<file path="src/logic/fir_defs.svh">
// Size macros for the serial FIR subsystem.
// Include this file wherever a width or depth is needed; the guard makes
// repeated includes harmless.

`ifndef FIR_DEFS_SVH
`define FIR_DEFS_SVH

// Samples, coefficients and results are all signed Q1.15
`define FIR_DATA_WIDTH 16

// The tap memory and delay line depth must stay a power of two
`define FIR_MAX_TAPS 8
`define FIR_TAP_ADDR_WIDTH 3

`define FIR_DEST_WIDTH 4

// Two data widths plus headroom for summing every tap
`define FIR_ACC_WIDTH 35

`define FIR_FIFO_DEPTH 4
`define FIR_FIFO_ADDR_WIDTH 2

`endif

</file>
<file path="src/logic/fir_pkg.sv">
// Shared types for the serial FIR subsystem.
// Modules use these types by scoped name in their port lists and by a
// wildcard import inside their bodies.

`default_nettype none

`include "fir_defs.svh"

package fir_pkg;

    typedef logic signed [`FIR_DATA_WIDTH-1:0] sample_t;
    typedef logic signed [`FIR_DATA_WIDTH-1:0] coeff_t;

    // Tap index, delay line pointer and tap count all share this width
    typedef logic [`FIR_TAP_ADDR_WIDTH-1:0] tap_addr_t;

    typedef logic [`FIR_DEST_WIDTH-1:0] dest_t;
    typedef logic signed [`FIR_ACC_WIDTH-1:0] acc_t;

    typedef enum logic [2:0] {
        filter_clearing,
        filter_idle,
        filter_accumulating,
        filter_draining,
        filter_holding
    } filter_state_t;

endpackage

`default_nettype wire

</file>
<file path="src/logic/dual_port_ram.sv">
// Small simple dual-port RAM for the FIR engine.
// One write port and one read port with a registered output; a read of the
// address being written in the same cycle returns the previous word.

`default_nettype none

`include "fir_defs.svh"

module dual_port_ram (
    input  wire logic              clock,
    input  wire logic              write_enable,
    input  wire fir_pkg::tap_addr_t write_addr,
    input  wire fir_pkg::sample_t  write_data,
    input  wire fir_pkg::tap_addr_t read_addr,
    output fir_pkg::sample_t       read_data
);

    import fir_pkg::*;

    sample_t memory [`FIR_MAX_TAPS];

    always_ff @(posedge clock) begin
        if (write_enable) begin
            memory[write_addr] <= write_data;
        end
    end

    // The read is registered and returns the word one cycle after the address
    always_ff @(posedge clock) begin
        read_data <= memory[read_addr];
    end

endmodule

`default_nettype wire

</file>
<file path="src/logic/sample_fifo.sv">
// Valid/ready FIFO holding sample and tag pairs in front of the FIR engine.
// A pushed entry shows at the output on the next cycle. When full, a push is
// still taken in a cycle where the output side pops.

`default_nettype none

`include "fir_defs.svh"

module sample_fifo (
    input  wire logic             clock,
    input  wire logic             reset,
    input  wire logic             in_valid,
    output logic                  in_ready,
    input  wire fir_pkg::sample_t in_sample,
    input  wire fir_pkg::dest_t   in_dest,
    output logic                  out_valid,
    input  wire logic             out_ready,
    output fir_pkg::sample_t      out_sample,
    output fir_pkg::dest_t        out_dest
);

    import fir_pkg::*;

    sample_t sample_store [`FIR_FIFO_DEPTH];
    dest_t   dest_store [`FIR_FIFO_DEPTH];

    logic [`FIR_FIFO_ADDR_WIDTH-1:0] write_ptr;
    logic [`FIR_FIFO_ADDR_WIDTH-1:0] read_ptr;
    logic [`FIR_FIFO_ADDR_WIDTH:0]   count;

    logic full;
    logic push;
    logic pop;

    assign full = (count == (`FIR_FIFO_ADDR_WIDTH + 1)'(`FIR_FIFO_DEPTH));

    assign out_valid = (count != '0);
    // A full FIFO frees a slot in the same cycle it pops
    assign in_ready  = !full || out_ready;

    assign push = in_valid && in_ready;
    assign pop  = out_valid && out_ready;

    assign out_sample = sample_store[read_ptr];
    assign out_dest   = dest_store[read_ptr];

    always_ff @(posedge clock) begin
        if (push) begin
            sample_store[write_ptr] <= in_sample;
            dest_store[write_ptr]   <= in_dest;
        end
    end

    always_ff @(posedge clock) begin
        if (reset) begin
            write_ptr <= '0;
            read_ptr  <= '0;
            count     <= '0;
        end else begin
            if (push) begin
                write_ptr <= write_ptr + 1'b1;
            end
            if (pop) begin
                read_ptr <= read_ptr + 1'b1;
            end
            case ({push, pop})
                2'b10:   count <= count + 1'b1;
                2'b01:   count <= count - 1'b1;
                default: count <= count;
            endcase
        end
    end

endmodule

`default_nettype wire

</file>
<file path="src/logic/fir_filter_serial.sv">
// Serial FIR engine, one multiply-accumulate per tap per cycle.
// Samples go into a circular delay line; coefficients come from a tap memory
// loaded through the write port. The result is held until the output
// handshake completes, so only one sample is processed at a time.

`default_nettype none

`include "fir_defs.svh"

module fir_filter_serial (
    input  wire logic               clock,
    input  wire logic               reset,
    input  wire fir_pkg::tap_addr_t n_taps,
    input  wire logic               tap_write,
    input  wire fir_pkg::tap_addr_t tap_addr,
    input  wire fir_pkg::coeff_t    tap_data,
    input  wire logic               in_valid,
    output logic                    in_ready,
    input  wire fir_pkg::sample_t   in_sample,
    input  wire fir_pkg::dest_t     in_dest,
    output logic                    out_valid,
    input  wire logic               out_ready,
    output fir_pkg::sample_t        out_sample,
    output fir_pkg::dest_t          out_dest
);

    import fir_pkg::*;

    localparam tap_addr_t last_tap = tap_addr_t'(`FIR_MAX_TAPS - 1);

    filter_state_t state;

    // Points at the next delay line slot to fill and walks the line while clearing
    tap_addr_t write_ptr;
    // Slot of the sample being filtered
    tap_addr_t newest_ptr;
    tap_addr_t tap_index;

    logic      accept;
    logic      dl_write_enable;
    sample_t   dl_write_data;
    tap_addr_t dl_read_addr;

    coeff_t  current_tap;
    sample_t current_sample;
    acc_t    product;
    acc_t    accumulator;
    acc_t    next_accumulator;

    assign in_ready  = (state == filter_idle);
    assign out_valid = (state == filter_holding);
    assign accept    = in_valid && in_ready;

    // Zeros go in while clearing and the accepted sample otherwise
    assign dl_write_enable = (state == filter_clearing) || accept;
    assign dl_write_data   = (state == filter_clearing) ? '0 : in_sample;

    // Tap i pairs with the sample i steps older than the newest one
    assign dl_read_addr = newest_ptr - tap_index;

    dual_port_ram tap_memory (
        .clock        (clock),
        .write_enable (tap_write),
        .write_addr   (tap_addr),
        .write_data   (tap_data),
        .read_addr    (tap_index),
        .read_data    (current_tap)
    );

    dual_port_ram delay_line (
        .clock        (clock),
        .write_enable (dl_write_enable),
        .write_addr   (write_ptr),
        .write_data   (dl_write_data),
        .read_addr    (dl_read_addr),
        .read_data    (current_sample)
    );

    assign product          = current_tap * current_sample;
    assign next_accumulator = accumulator + product;

    always_ff @(posedge clock) begin
        if (reset) begin
            state     <= filter_clearing;
            write_ptr <= '0;
            tap_index <= '0;
        end else begin
            case (state)
                filter_clearing: begin
                    write_ptr <= write_ptr + tap_addr_t'(1);
                    if (write_ptr == last_tap) begin
                        state <= filter_idle;
                    end
                end
                filter_idle: begin
                    if (accept) begin
                        write_ptr <= write_ptr + tap_addr_t'(1);
                        tap_index <= '0;
                        state     <= filter_accumulating;
                    end
                end
                filter_accumulating: begin
                    if (tap_index == n_taps) begin
                        state <= filter_draining;
                    end else begin
                        tap_index <= tap_index + tap_addr_t'(1);
                    end
                end
                filter_draining: begin
                    state <= filter_holding;
                end
                filter_holding: begin
                    if (out_ready) begin
                        state <= filter_idle;
                    end
                end
                default: begin
                    state <= filter_clearing;
                end
            endcase
        end
    end

    // The read ports lag the tap index by one cycle, so the first
    // accumulating cycle has no product yet and draining adds the last one
    always_ff @(posedge clock) begin
        if (accept) begin
            newest_ptr  <= write_ptr;
            out_dest    <= in_dest;
            accumulator <= '0;
        end
        if (state == filter_accumulating && tap_index != '0) begin
            accumulator <= next_accumulator;
        end
        if (state == filter_draining) begin
            // Scale back to Q1.15 and keep the low bits
            out_sample <= sample_t'(next_accumulator >>> (`FIR_DATA_WIDTH - 1));
        end
    end

endmodule

`default_nettype wire

</file>
<file path="src/logic/fir_subsystem.sv">
// Top level of the FIR subsystem.
// The input stream is buffered by a small FIFO and then filtered by the
// serial engine, which drives the output stream directly.

`default_nettype none

module fir_subsystem (
    input  wire logic               clock,
    input  wire logic               reset,
    input  wire logic               in_valid,
    output logic                    in_ready,
    input  wire fir_pkg::sample_t   in_sample,
    input  wire fir_pkg::dest_t     in_dest,
    input  wire logic               tap_write,
    input  wire fir_pkg::tap_addr_t tap_addr,
    input  wire fir_pkg::coeff_t    tap_data,
    input  wire fir_pkg::tap_addr_t n_taps,
    output logic                    out_valid,
    input  wire logic               out_ready,
    output fir_pkg::sample_t        out_sample,
    output fir_pkg::dest_t          out_dest
);

    import fir_pkg::*;

    // FIFO to engine stream
    logic    fifo_valid;
    logic    fifo_ready;
    sample_t fifo_sample;
    dest_t   fifo_dest;

    sample_fifo input_buffer (
        .clock      (clock),
        .reset      (reset),
        .in_valid   (in_valid),
        .in_ready   (in_ready),
        .in_sample  (in_sample),
        .in_dest    (in_dest),
        .out_valid  (fifo_valid),
        .out_ready  (fifo_ready),
        .out_sample (fifo_sample),
        .out_dest   (fifo_dest)
    );

    fir_filter_serial filter_engine (
        .clock      (clock),
        .reset      (reset),
        .n_taps     (n_taps),
        .tap_write  (tap_write),
        .tap_addr   (tap_addr),
        .tap_data   (tap_data),
        .in_valid   (fifo_valid),
        .in_ready   (fifo_ready),
        .in_sample  (fifo_sample),
        .in_dest    (fifo_dest),
        .out_valid  (out_valid),
        .out_ready  (out_ready),
        .out_sample (out_sample),
        .out_dest   (out_dest)
    );

endmodule

`default_nettype wire

</file>
<file path="config.mk">
export PLATFORM = sky130hd
export DESIGN_NAME = fir_subsystem
export DESIGN_NICKNAME = d
export VERILOG_FILES = /design/src/logic/fir_pkg.sv /design/src/logic/dual_port_ram.sv /design/src/logic/sample_fifo.sv /design/src/logic/fir_filter_serial.sv /design/src/logic/fir_subsystem.sv
export VERILOG_INCLUDE_DIRS = /design/src /design/src/logic
export SDC_FILE = /design/constraint.sdc
export NUM_CORES = 1
export LEC_CHECK = 0
export BUFFER_PORTS_ARGS = -buffer_cell sky130_fd_sc_hd__buf_2
export CORE_AREA = 2 2 206 248
export DETAILED_ROUTE_END_ITERATION = 12
export DIE_AREA = 0 0 208 250
export PLACE_DENSITY = 0.81
export SYNTH_ARGS = -nofsm -noshare
export SYNTH_HDL_FRONTEND = slang
export SYNTH_HIERARCHICAL = 1
export SYNTH_SLANG_ARGS = --single-unit
</file>
<file path="constraint.sdc">
create_clock -name clock -period 7.4 [get_ports clock]
set_input_delay 1.48 -clock clock [delete_from_list [all_inputs] [get_ports clock]]
set_output_delay 1.48 -clock clock [all_outputs]
set_load 0.02 [all_outputs]
</file>
# Word level (Yosys, flattened, before mapping)
# Memories as Yosys holds them, arrays and structs flattened. A register that Yosys moved wholly into a read port is not among the register bits.
# Index checks and enable logic that the tools add are counted.
# W data, S select, Z words.
[classes] reduce_logical=16 eq_ne=14 n_addsub=8 mux=22 n_mul=1
[ops] cell="$mux W35" count=2
[ops] cell="$add A35 B35 Y35" count=1
[ops] cell="$mul A16 B16 Y32" count=1
[ops] cell="$mux W3" count=7
[ops] cell="$pmux W3 S2" count=3
[ops] cell="$mux W16" count=1
[ops] cell="$pmux W3 S5" count=1
[ops] cell="$add A3 B1 Y3 const B" count=3
[ops] cell="$eq A3 B3 Y1 const B" count=3
[ops] cell="$reduce_bool A2 Y1" count=4
[ops] cell="$eq A3 B2 Y1 const B" count=2
[ops] cell="$mux W1" count=6
[ops] cell="$ne A2 B2 Y1 const B" count=3
[ops] cell="$reduce_bool A3 Y1" count=2
[ops] cell="$add A2 B1 Y2 const B" count=2
[ops] cell="$mux W2" count=2
[ops] cell="$ne A2 B1 Y1 const B" count=2
[ops] cell="$reduce_and A4 Y1" count=1
[ops] cell="$eq A3 B1 Y1 const B" count=1
[ops] cell="$eq A3 B3 Y1" count=1
[ops] cell="$logic_and A1 B1 Y1" count=3
[ops] cell="$logic_not A3 Y1" count=1
[ops] cell="$reduce_and A3 Y1" count=1
[ops] cell="$sub A3 B1 Y3 const B" count=1
[ops] cell="other kinds (6)" count=7
[totals] input_bits=47 memories=4 register_bits=70 mem_bits_rw=336
[memory_table] memory="filter_engine.delay_line.memory" depth=8 word_bits=16 read_ports=1 rd_clocked_by_memory_dff=1 write_ports=1 line="dual_port_ram.sv:20" text="sample_t memory [`FIR_MAX_TAPS];"
[memory_table] memory="filter_engine.tap_memory.memory" depth=8 word_bits=16 read_ports=1 rd_clocked_by_memory_dff=1 write_ports=1 line="dual_port_ram.sv:20"
[memory_table] memory="input_buffer.sample_store" depth=4 word_bits=16 read_ports=1 rd_clocked_by_memory_dff=1 write_ports=1 line="sample_fifo.sv:24" text="sample_t sample_store [`FIR_FIFO_DEPTH];"
[memory_table] memory="input_buffer.dest_store" depth=4 word_bits=4 read_ports=1 rd_clocked_by_memory_dff=1 write_ports=1 line="sample_fifo.sv:25" text="dest_t dest_store [`FIR_FIFO_DEPTH];"

# Longest topological paths before layout
[depth] ltp_word=6 ltp_mapped=24

# Hierarchy
# The synthesis kept the hierarchy.
[modules_own_cells] module="fir_filter_serial" cells_each=1331 seq_area_each_um2=1801.7 area_per_inst_um2=13118.8 n_inst=1
[modules_own_cells] module="dual_port_ram" cells_each=214 seq_area_each_um2=4164.0 area_per_inst_um2=5293.8 n_inst=2
[modules_own_cells] module="sample_fifo" cells_each=156 seq_area_each_um2=2582.5 area_per_inst_um2=3352.0 n_inst=1

# Worst setup path after synthesis
# No wires, ideal clock.
[synth_timing] kind="reg2reg" startpoint="register filter_engine.tap_memory.read_data[15] (read register of filter_engine.tap_memory.memory)" endpoint="register filter_engine.accumulator[30] (data pin)" required_time_ns=7.130 slack_ns=1.308 t_arrival_ns=5.822 n_path_buf=2 stages_incl_launch_ff=22 path_cell_list="dfxtp_1 > clkbuf_1 > clkbuf_1 > nand2_1 > fa_1 > inv_1 > fa_1 > inv_1 > fa_1 > inv_1 > fa_1 > fa_1 > inv_1 > fa_1 > inv_1 > ha_1 > and4_1 > a221o_1 > nand3b_1 > o21ai_1 > xnor2_1 > nor2b_1"
[synth_between] elab_chain_cells=3
[synth_lines] element="from (decl)" line="dual_port_ram.sv:15" text="output fir_pkg::sample_t read_data"
[synth_lines] element="$mul A16 B16 Y32" line="fir_filter_serial.sv:79" text="assign product = current_tap * current_sample;"
[synth_lines] element="$add A35 B35 Y35" line="fir_filter_serial.sv:80" text="assign next_accumulator = accumulator + product;"
[synth_lines] element="named net filter_engine.next_accumulator[30]" line="fir_filter_serial.sv:48" text="acc_t next_accumulator;"
[synth_lines] element="$mux W35" line="fir_filter_serial.sv:132" text="if (state == filter_accumulating && tap_index != '0) begin"
[synth_lines] element="to (signal assigned)" line="fir_filter_serial.sv:133" text="accumulator <= next_accumulator;"
[synth_lines] element="to (decl)" line="fir_filter_serial.sv:47" text="acc_t accumulator;"
# The timed path passes the listed nets, and every way through them passes these cells.
# A chain may end at the register's enable or synchronous reset.

# Final worst setup path
[layout_timing] startpoint="register filter_engine.delay_line.read_data[5] (read register of filter_engine.delay_line.memory)" endpoint="register filter_engine.accumulator[26] (data pin)"
[layout_between] elab_chain_cells=3
[layout_lines] element="from (decl)" line="dual_port_ram.sv:15"
[layout_lines] element="$mul A16 B16 Y32" line="fir_filter_serial.sv:79"
[layout_lines] element="$add A35 B35 Y35" line="fir_filter_serial.sv:80"
[layout_lines] element="$mux W35" line="fir_filter_serial.sv:132"
# Every way passes these cells.

==> results list <==
- Iter 0 DRT Violations: 862
- Netlist Area Pre-Place: 27100 sq um
* Pin count of the biggest net entering global routing: 45
- The critical path goes through nand2_1, fa_1, inv_1, fa_1, inv_1, fa_1, inv_1, fa_1, fa_1, inv_1, fa_1, inv_1, ha_1, and4_1, nor2b_1, o21ai_0, o21ba_2, o211ai_1, a21oi_1, nor3b_1.
* Slowest cell delay on critical path: 0.79 ns
- The path with the worst hold slack has its endpoint at filter_engine/write_ptr[2]$_SDFFE_PP0P_.
* Ratio of total power to cell area: 440 nW/um^2
- Measured in cells, the most critical reg-to-reg path has a length of 20.
- Fill cells: 3682
* CTS tree: done
* Placer's final routability congestion estimate: 0.943
* Tcrit/Tclk final: 95.4%
* Detailed placer's ending HPWL: 40800 um
- Via density per instance: 5.64
* Final Skew: 0.0384 ns
- Share of the yosys chip area belonging to registers: 47.0%
- In the synthesized netlist the async set-or-reset flop fraction comes to 0%.
* TritonRoute pass-1 iters: 5
- Post-CTS setup repair buffer count: 0
- Setup violations remaining at the end of the flow were counted as 0.
- Measured against its own limit, the worst slew margin works out to 21.4%.
* Highest achievable clock rate: 0.142 GHz
- Count of nets left with antenna violations after detail routing: 0
- The worst setup path is captured at a flop.
- Leaving out fill and tap cells, the most frequent cell in the layout is edfxtp_1.
- Reg-to-reg startpoint: filter_engine/delay_line/read_data[5]$_DFF_P_
- Finished Layout Cells: 2673
- Hold Violations, Final: 0
- The clock reaches the later pin of the worst-skew pair after 0.56 ns.
- The worst register-to-register path ends at filter_engine/accumulator[26]$_SDFFCE_PN0P_.
* Detailed-route via count: 15072
- Share of power burned in combinational logic: 58.9%
- Count of H-tree levels built during CTS: 2
- Arrival time at the worst endpoint: 7.33 ns
- The core region is 49800 sq um.
- Leakage component of the power: 12.1 nW
- The number of nets in the synthesized netlist is 2354.
- Net count, final: 2432
- Across the VDD grid, the largest voltage drop is 0.000549 V.
- Mapped Cells: 1915
- Total of buffers placed on input and output ports: 68
* Final design area excluding fillers: 29600 sq um
- In this run the most critical hold path is launched from filter_engine/write_ptr[2]$_SDFFE_PP0P_.
- Standard-cell rows: 90
* Sum of routed wire length over all layers: 57300 um
- Vias in the first global route: 17058
- # Max-Cap Violations: 0
* Share of final-layout standard cells stronger than drive strength 1: 12.7%
* Most frequent cells in the layout: 390 x edfxtp_1, 346 x inv_1, 287 x fa_1
- Most frequently used flop master after synthesis: edfxtp_1
- The path class of the tightest hold or removal check is flop to flop.
- Initial antenna violation count: 5
- CTS placed an instance of clkbuf_16 at the clock tree root.
* Fin Setup TNS: 0 ns
- Chip Width: 208 um
- Power Internal: 7.48 mW
- Area Overhead vs Synth: 9.44%
- Number of design rule violations left after detail routing: 0
- The run finished with clean final reports.
- Clock tree synthesis found a total of 440 sinks.
- The critical path contains buffers and inverters numbering 5 combined.
- Setup repair after global routing left no endpoint under its margin.
* Longest Clk Path Bufs: 3
- Number of buffers added by the clock tree synthesis step: 43
- A synthesized cell averages 14.1 sq um.
- The cell family contributing the most delay on the critical path is adder cells.
* Data required time of the critical path: 7.67 ns
- In this run the worst path has a maximum fanout of 16.
* Total placed instance area: 28200 sq um
* Initial core utilization: 54.4%
- The first global-routing pass estimated 92000 um of wire.
* Seq pwr share: 24.3%
- The worst hold path was traced through 2 stages.
- Net switching fraction of the power: 42.6%
* Total placed cells including tap cells: 2592
- Power dissipated by switching net loads: 5.54 mW
- The slowest stage of the critical path is the fa_1 cell.
* Max Slew Vio Count: 0
- In the global route stage, overall resource usage came out at 23.0%.
* Clock network fraction of total power: 16.8%
- In this run, distinct cell masters in the synthesized netlist total 63.
* Transition time at the pin with the least slew margin: 1.18 ns
- Clock-pin slew of the registers on the worst-case setup and hold paths: 0.07 ns
- The worst setup path is of the flop to flop kind.
* Number of enable flip-flop cells after synthesis: 390
* Worst setup slack for register-to-register paths: 0.34 ns
* Die Outline Area: 52000 sq um
- Hold timing on the final database bottoms out at a slack of 0.527 ns.
* Die H: 250 um
- Final critical delay including setup and external delays: 7.06 ns
- Cell depth of the worst setup path: 20
- Wire length per cell after detailed routing: 21.4 um
* Congestion Overflow GR: 0
- For this design the top-level I/O count stands at 69.
* CP most frequent cell: fa_1
- For this run, the number of Yosys warnings is 6.
- Total of flip-flops plus latches after synthesis: 440
- Worst Setup Start Kind: flop
==> worst max path at each step <==
stage / startpoint / end / slack [ns]
2_1_floorplan: filter_engine/tap_memory/read_data[15]$_DFF_P_ / filter_engine/accumulator[30]$_SDFFCE_PN0P_ / 1.31
3_3_place_gp: filter_engine/delay_line/read_data[4]$_DFF_P_ / filter_engine/accumulator[26]$_SDFFCE_PN0P_ / 0.46
3_5_place_dp: filter_engine/delay_line/read_data[4]$_DFF_P_ / filter_engine/accumulator[26]$_SDFFCE_PN0P_ / 0.33
4_1_cts: filter_engine/tap_memory/read_data[15]$_DFF_P_ / filter_engine/accumulator[26]$_SDFFCE_PN0P_ / 0.30
5_1_grt: filter_engine/delay_line/read_data[5]$_DFF_P_ / filter_engine/accumulator[26]$_SDFFCE_PN0P_ / 0.004
6_report: filter_engine/delay_line/read_data[5]$_DFF_P_ / filter_engine/accumulator[26]$_SDFFCE_PN0P_ / 0.34
==> power by group through the flow <==
stage                     Combinational, mW  Clock [mW]  Sequential (mW)
after floorplan                        5.72           0             3.18
after global placement                 7.29           0             3.21
after detailed placement               7.52           0             3.22
after CTS                              7.59        2.23             3.16
after global routing                   8.48        2.31             3.17
final                                  7.67        2.19             3.17
==> sequential cells by signal, indices dropped and copies added, names as in the netlist, 4 cells and up, named ones only <==
| register | count |
|---|---|
| filter_engine/delay_line/memory | 128 |
| filter_engine/tap_memory/memory | 128 |
| input_buffer/sample_store | 64 |
| filter_engine/accumulator | 31 |
| filter_engine/delay_line/read_data | 16 |
| filter_engine/out_sample | 16 |
| filter_engine/tap_memory/read_data | 16 |
| input_buffer/dest_store | 16 |
| filter_engine/out_dest | 4 |
==> worst reg2reg max path: stages (launching register included) <==
cell and delay, ns:
dfxtp_1 0.70, nand2_1 0.22, fa_1 0.58, inv_1 0.07, fa_1 0.79, inv_1 0.19
fa_1 0.52, inv_1 0.06, fa_1 0.51, fa_1 0.49, inv_1 0.05, fa_1 0.47
inv_1 0.04, ha_1 0.45, and4_1 0.26, nor2b_1 0.30, o21ai_0 0.14, o21ba_2 0.38
o211ai_1 0.17, a21oi_1 0.28, nor3b_1 0.10
==> synth_stat cells, drive strengths merged (19+ instances only) <==
| cell type | count | share of area, % |
|---|---|---|
| edfxtp | 390 | 43 |
| inv | 347 | 4.8 |
| fa | 287 | 21 |
| nand2 | 149 | 2.1 |
| and2 | 121 | 2.8 |
| ha | 105 | 4.9 |
| mux4 | 84 | 7.8 |
| nor2 | 54 | 0.75 |
| dfxtp | 50 | 3.7 |
| clkbuf | 45 | 0.63 |
| mux2 | 32 | 1.3 |
| xnor2 | 32 | 1.0 |
| a21oi | 27 | 0.51 |
| nor2b | 25 | 0.58 |
| nand2b | 19 | 0.44 |
| o21ai | 19 | 0.35 |
==> logic make-up (layout without fill, tap and decap cells) <==
| kind of cell | Yosys count | count (layout) | synth area share [%] |
|---|---|---|---|
| AO/OA/AOI/OAI | 101 | 101 | 2.73 |
| XOR/XNOR | 49 | 49 | 1.59 |
| adder cells (fa/ha/maj) | 392 | 392 | 26.1 |
| buffers and inverters | 411 | 522 | 5.95 |
| flip-flops | 440 | 440 | 47.0 |
| multiplexers | 118 | 118 | 9.17 |
| other | 0 | 3 | 0 |
| AND/OR/NAND/NOR | 404 | 404 | 7.50 |
==> metal layers <==
| layer | global-route usage [%] | wire (um) | vias up |
|---|---|---|---|
| met4 | 11.2 | 2850 | 4 |
| met3 | 3.85 | 3180 | 169 |
| met5 | 0 | 27 | - |
| met1 | 25.7 | 20200 | 7792 |
| met2 | 42.3 | 31100 | 517 |
| li1 | - | - | 6590 |
==> cell type report <==
cell class	count	area, sq um	share of cell area [%]
multi-input cells	1064	12800	43.3
flip-flops and latches	440	12700	42.9
inverters	348	1310	4.41
clock buffers	57	1210	4.09
well taps	644	806	2.72
repair buffers	96	551	1.86
clock inverters	21	205	0.693
diodes	3	7.51	0.0254
==> stage by stage <==
step                total power, mW  util, %  worst slack, ns
floorplan                      8.90        -             1.31
global placement               10.5     56.6            0.460
detailed placement             10.7     56.6            0.334
CTS                            13.0     59.5            0.296
global route                   14.0     59.5          0.00407
finish                         13.0     59.5            0.343
==> repair_timing <==
item	in CTS	in global routing
gates resized for setup	0	3
endpoints found under the setup margin	0	2
hold buffers	0	0
Note: power is estimated with default switching activity, not from simulation.
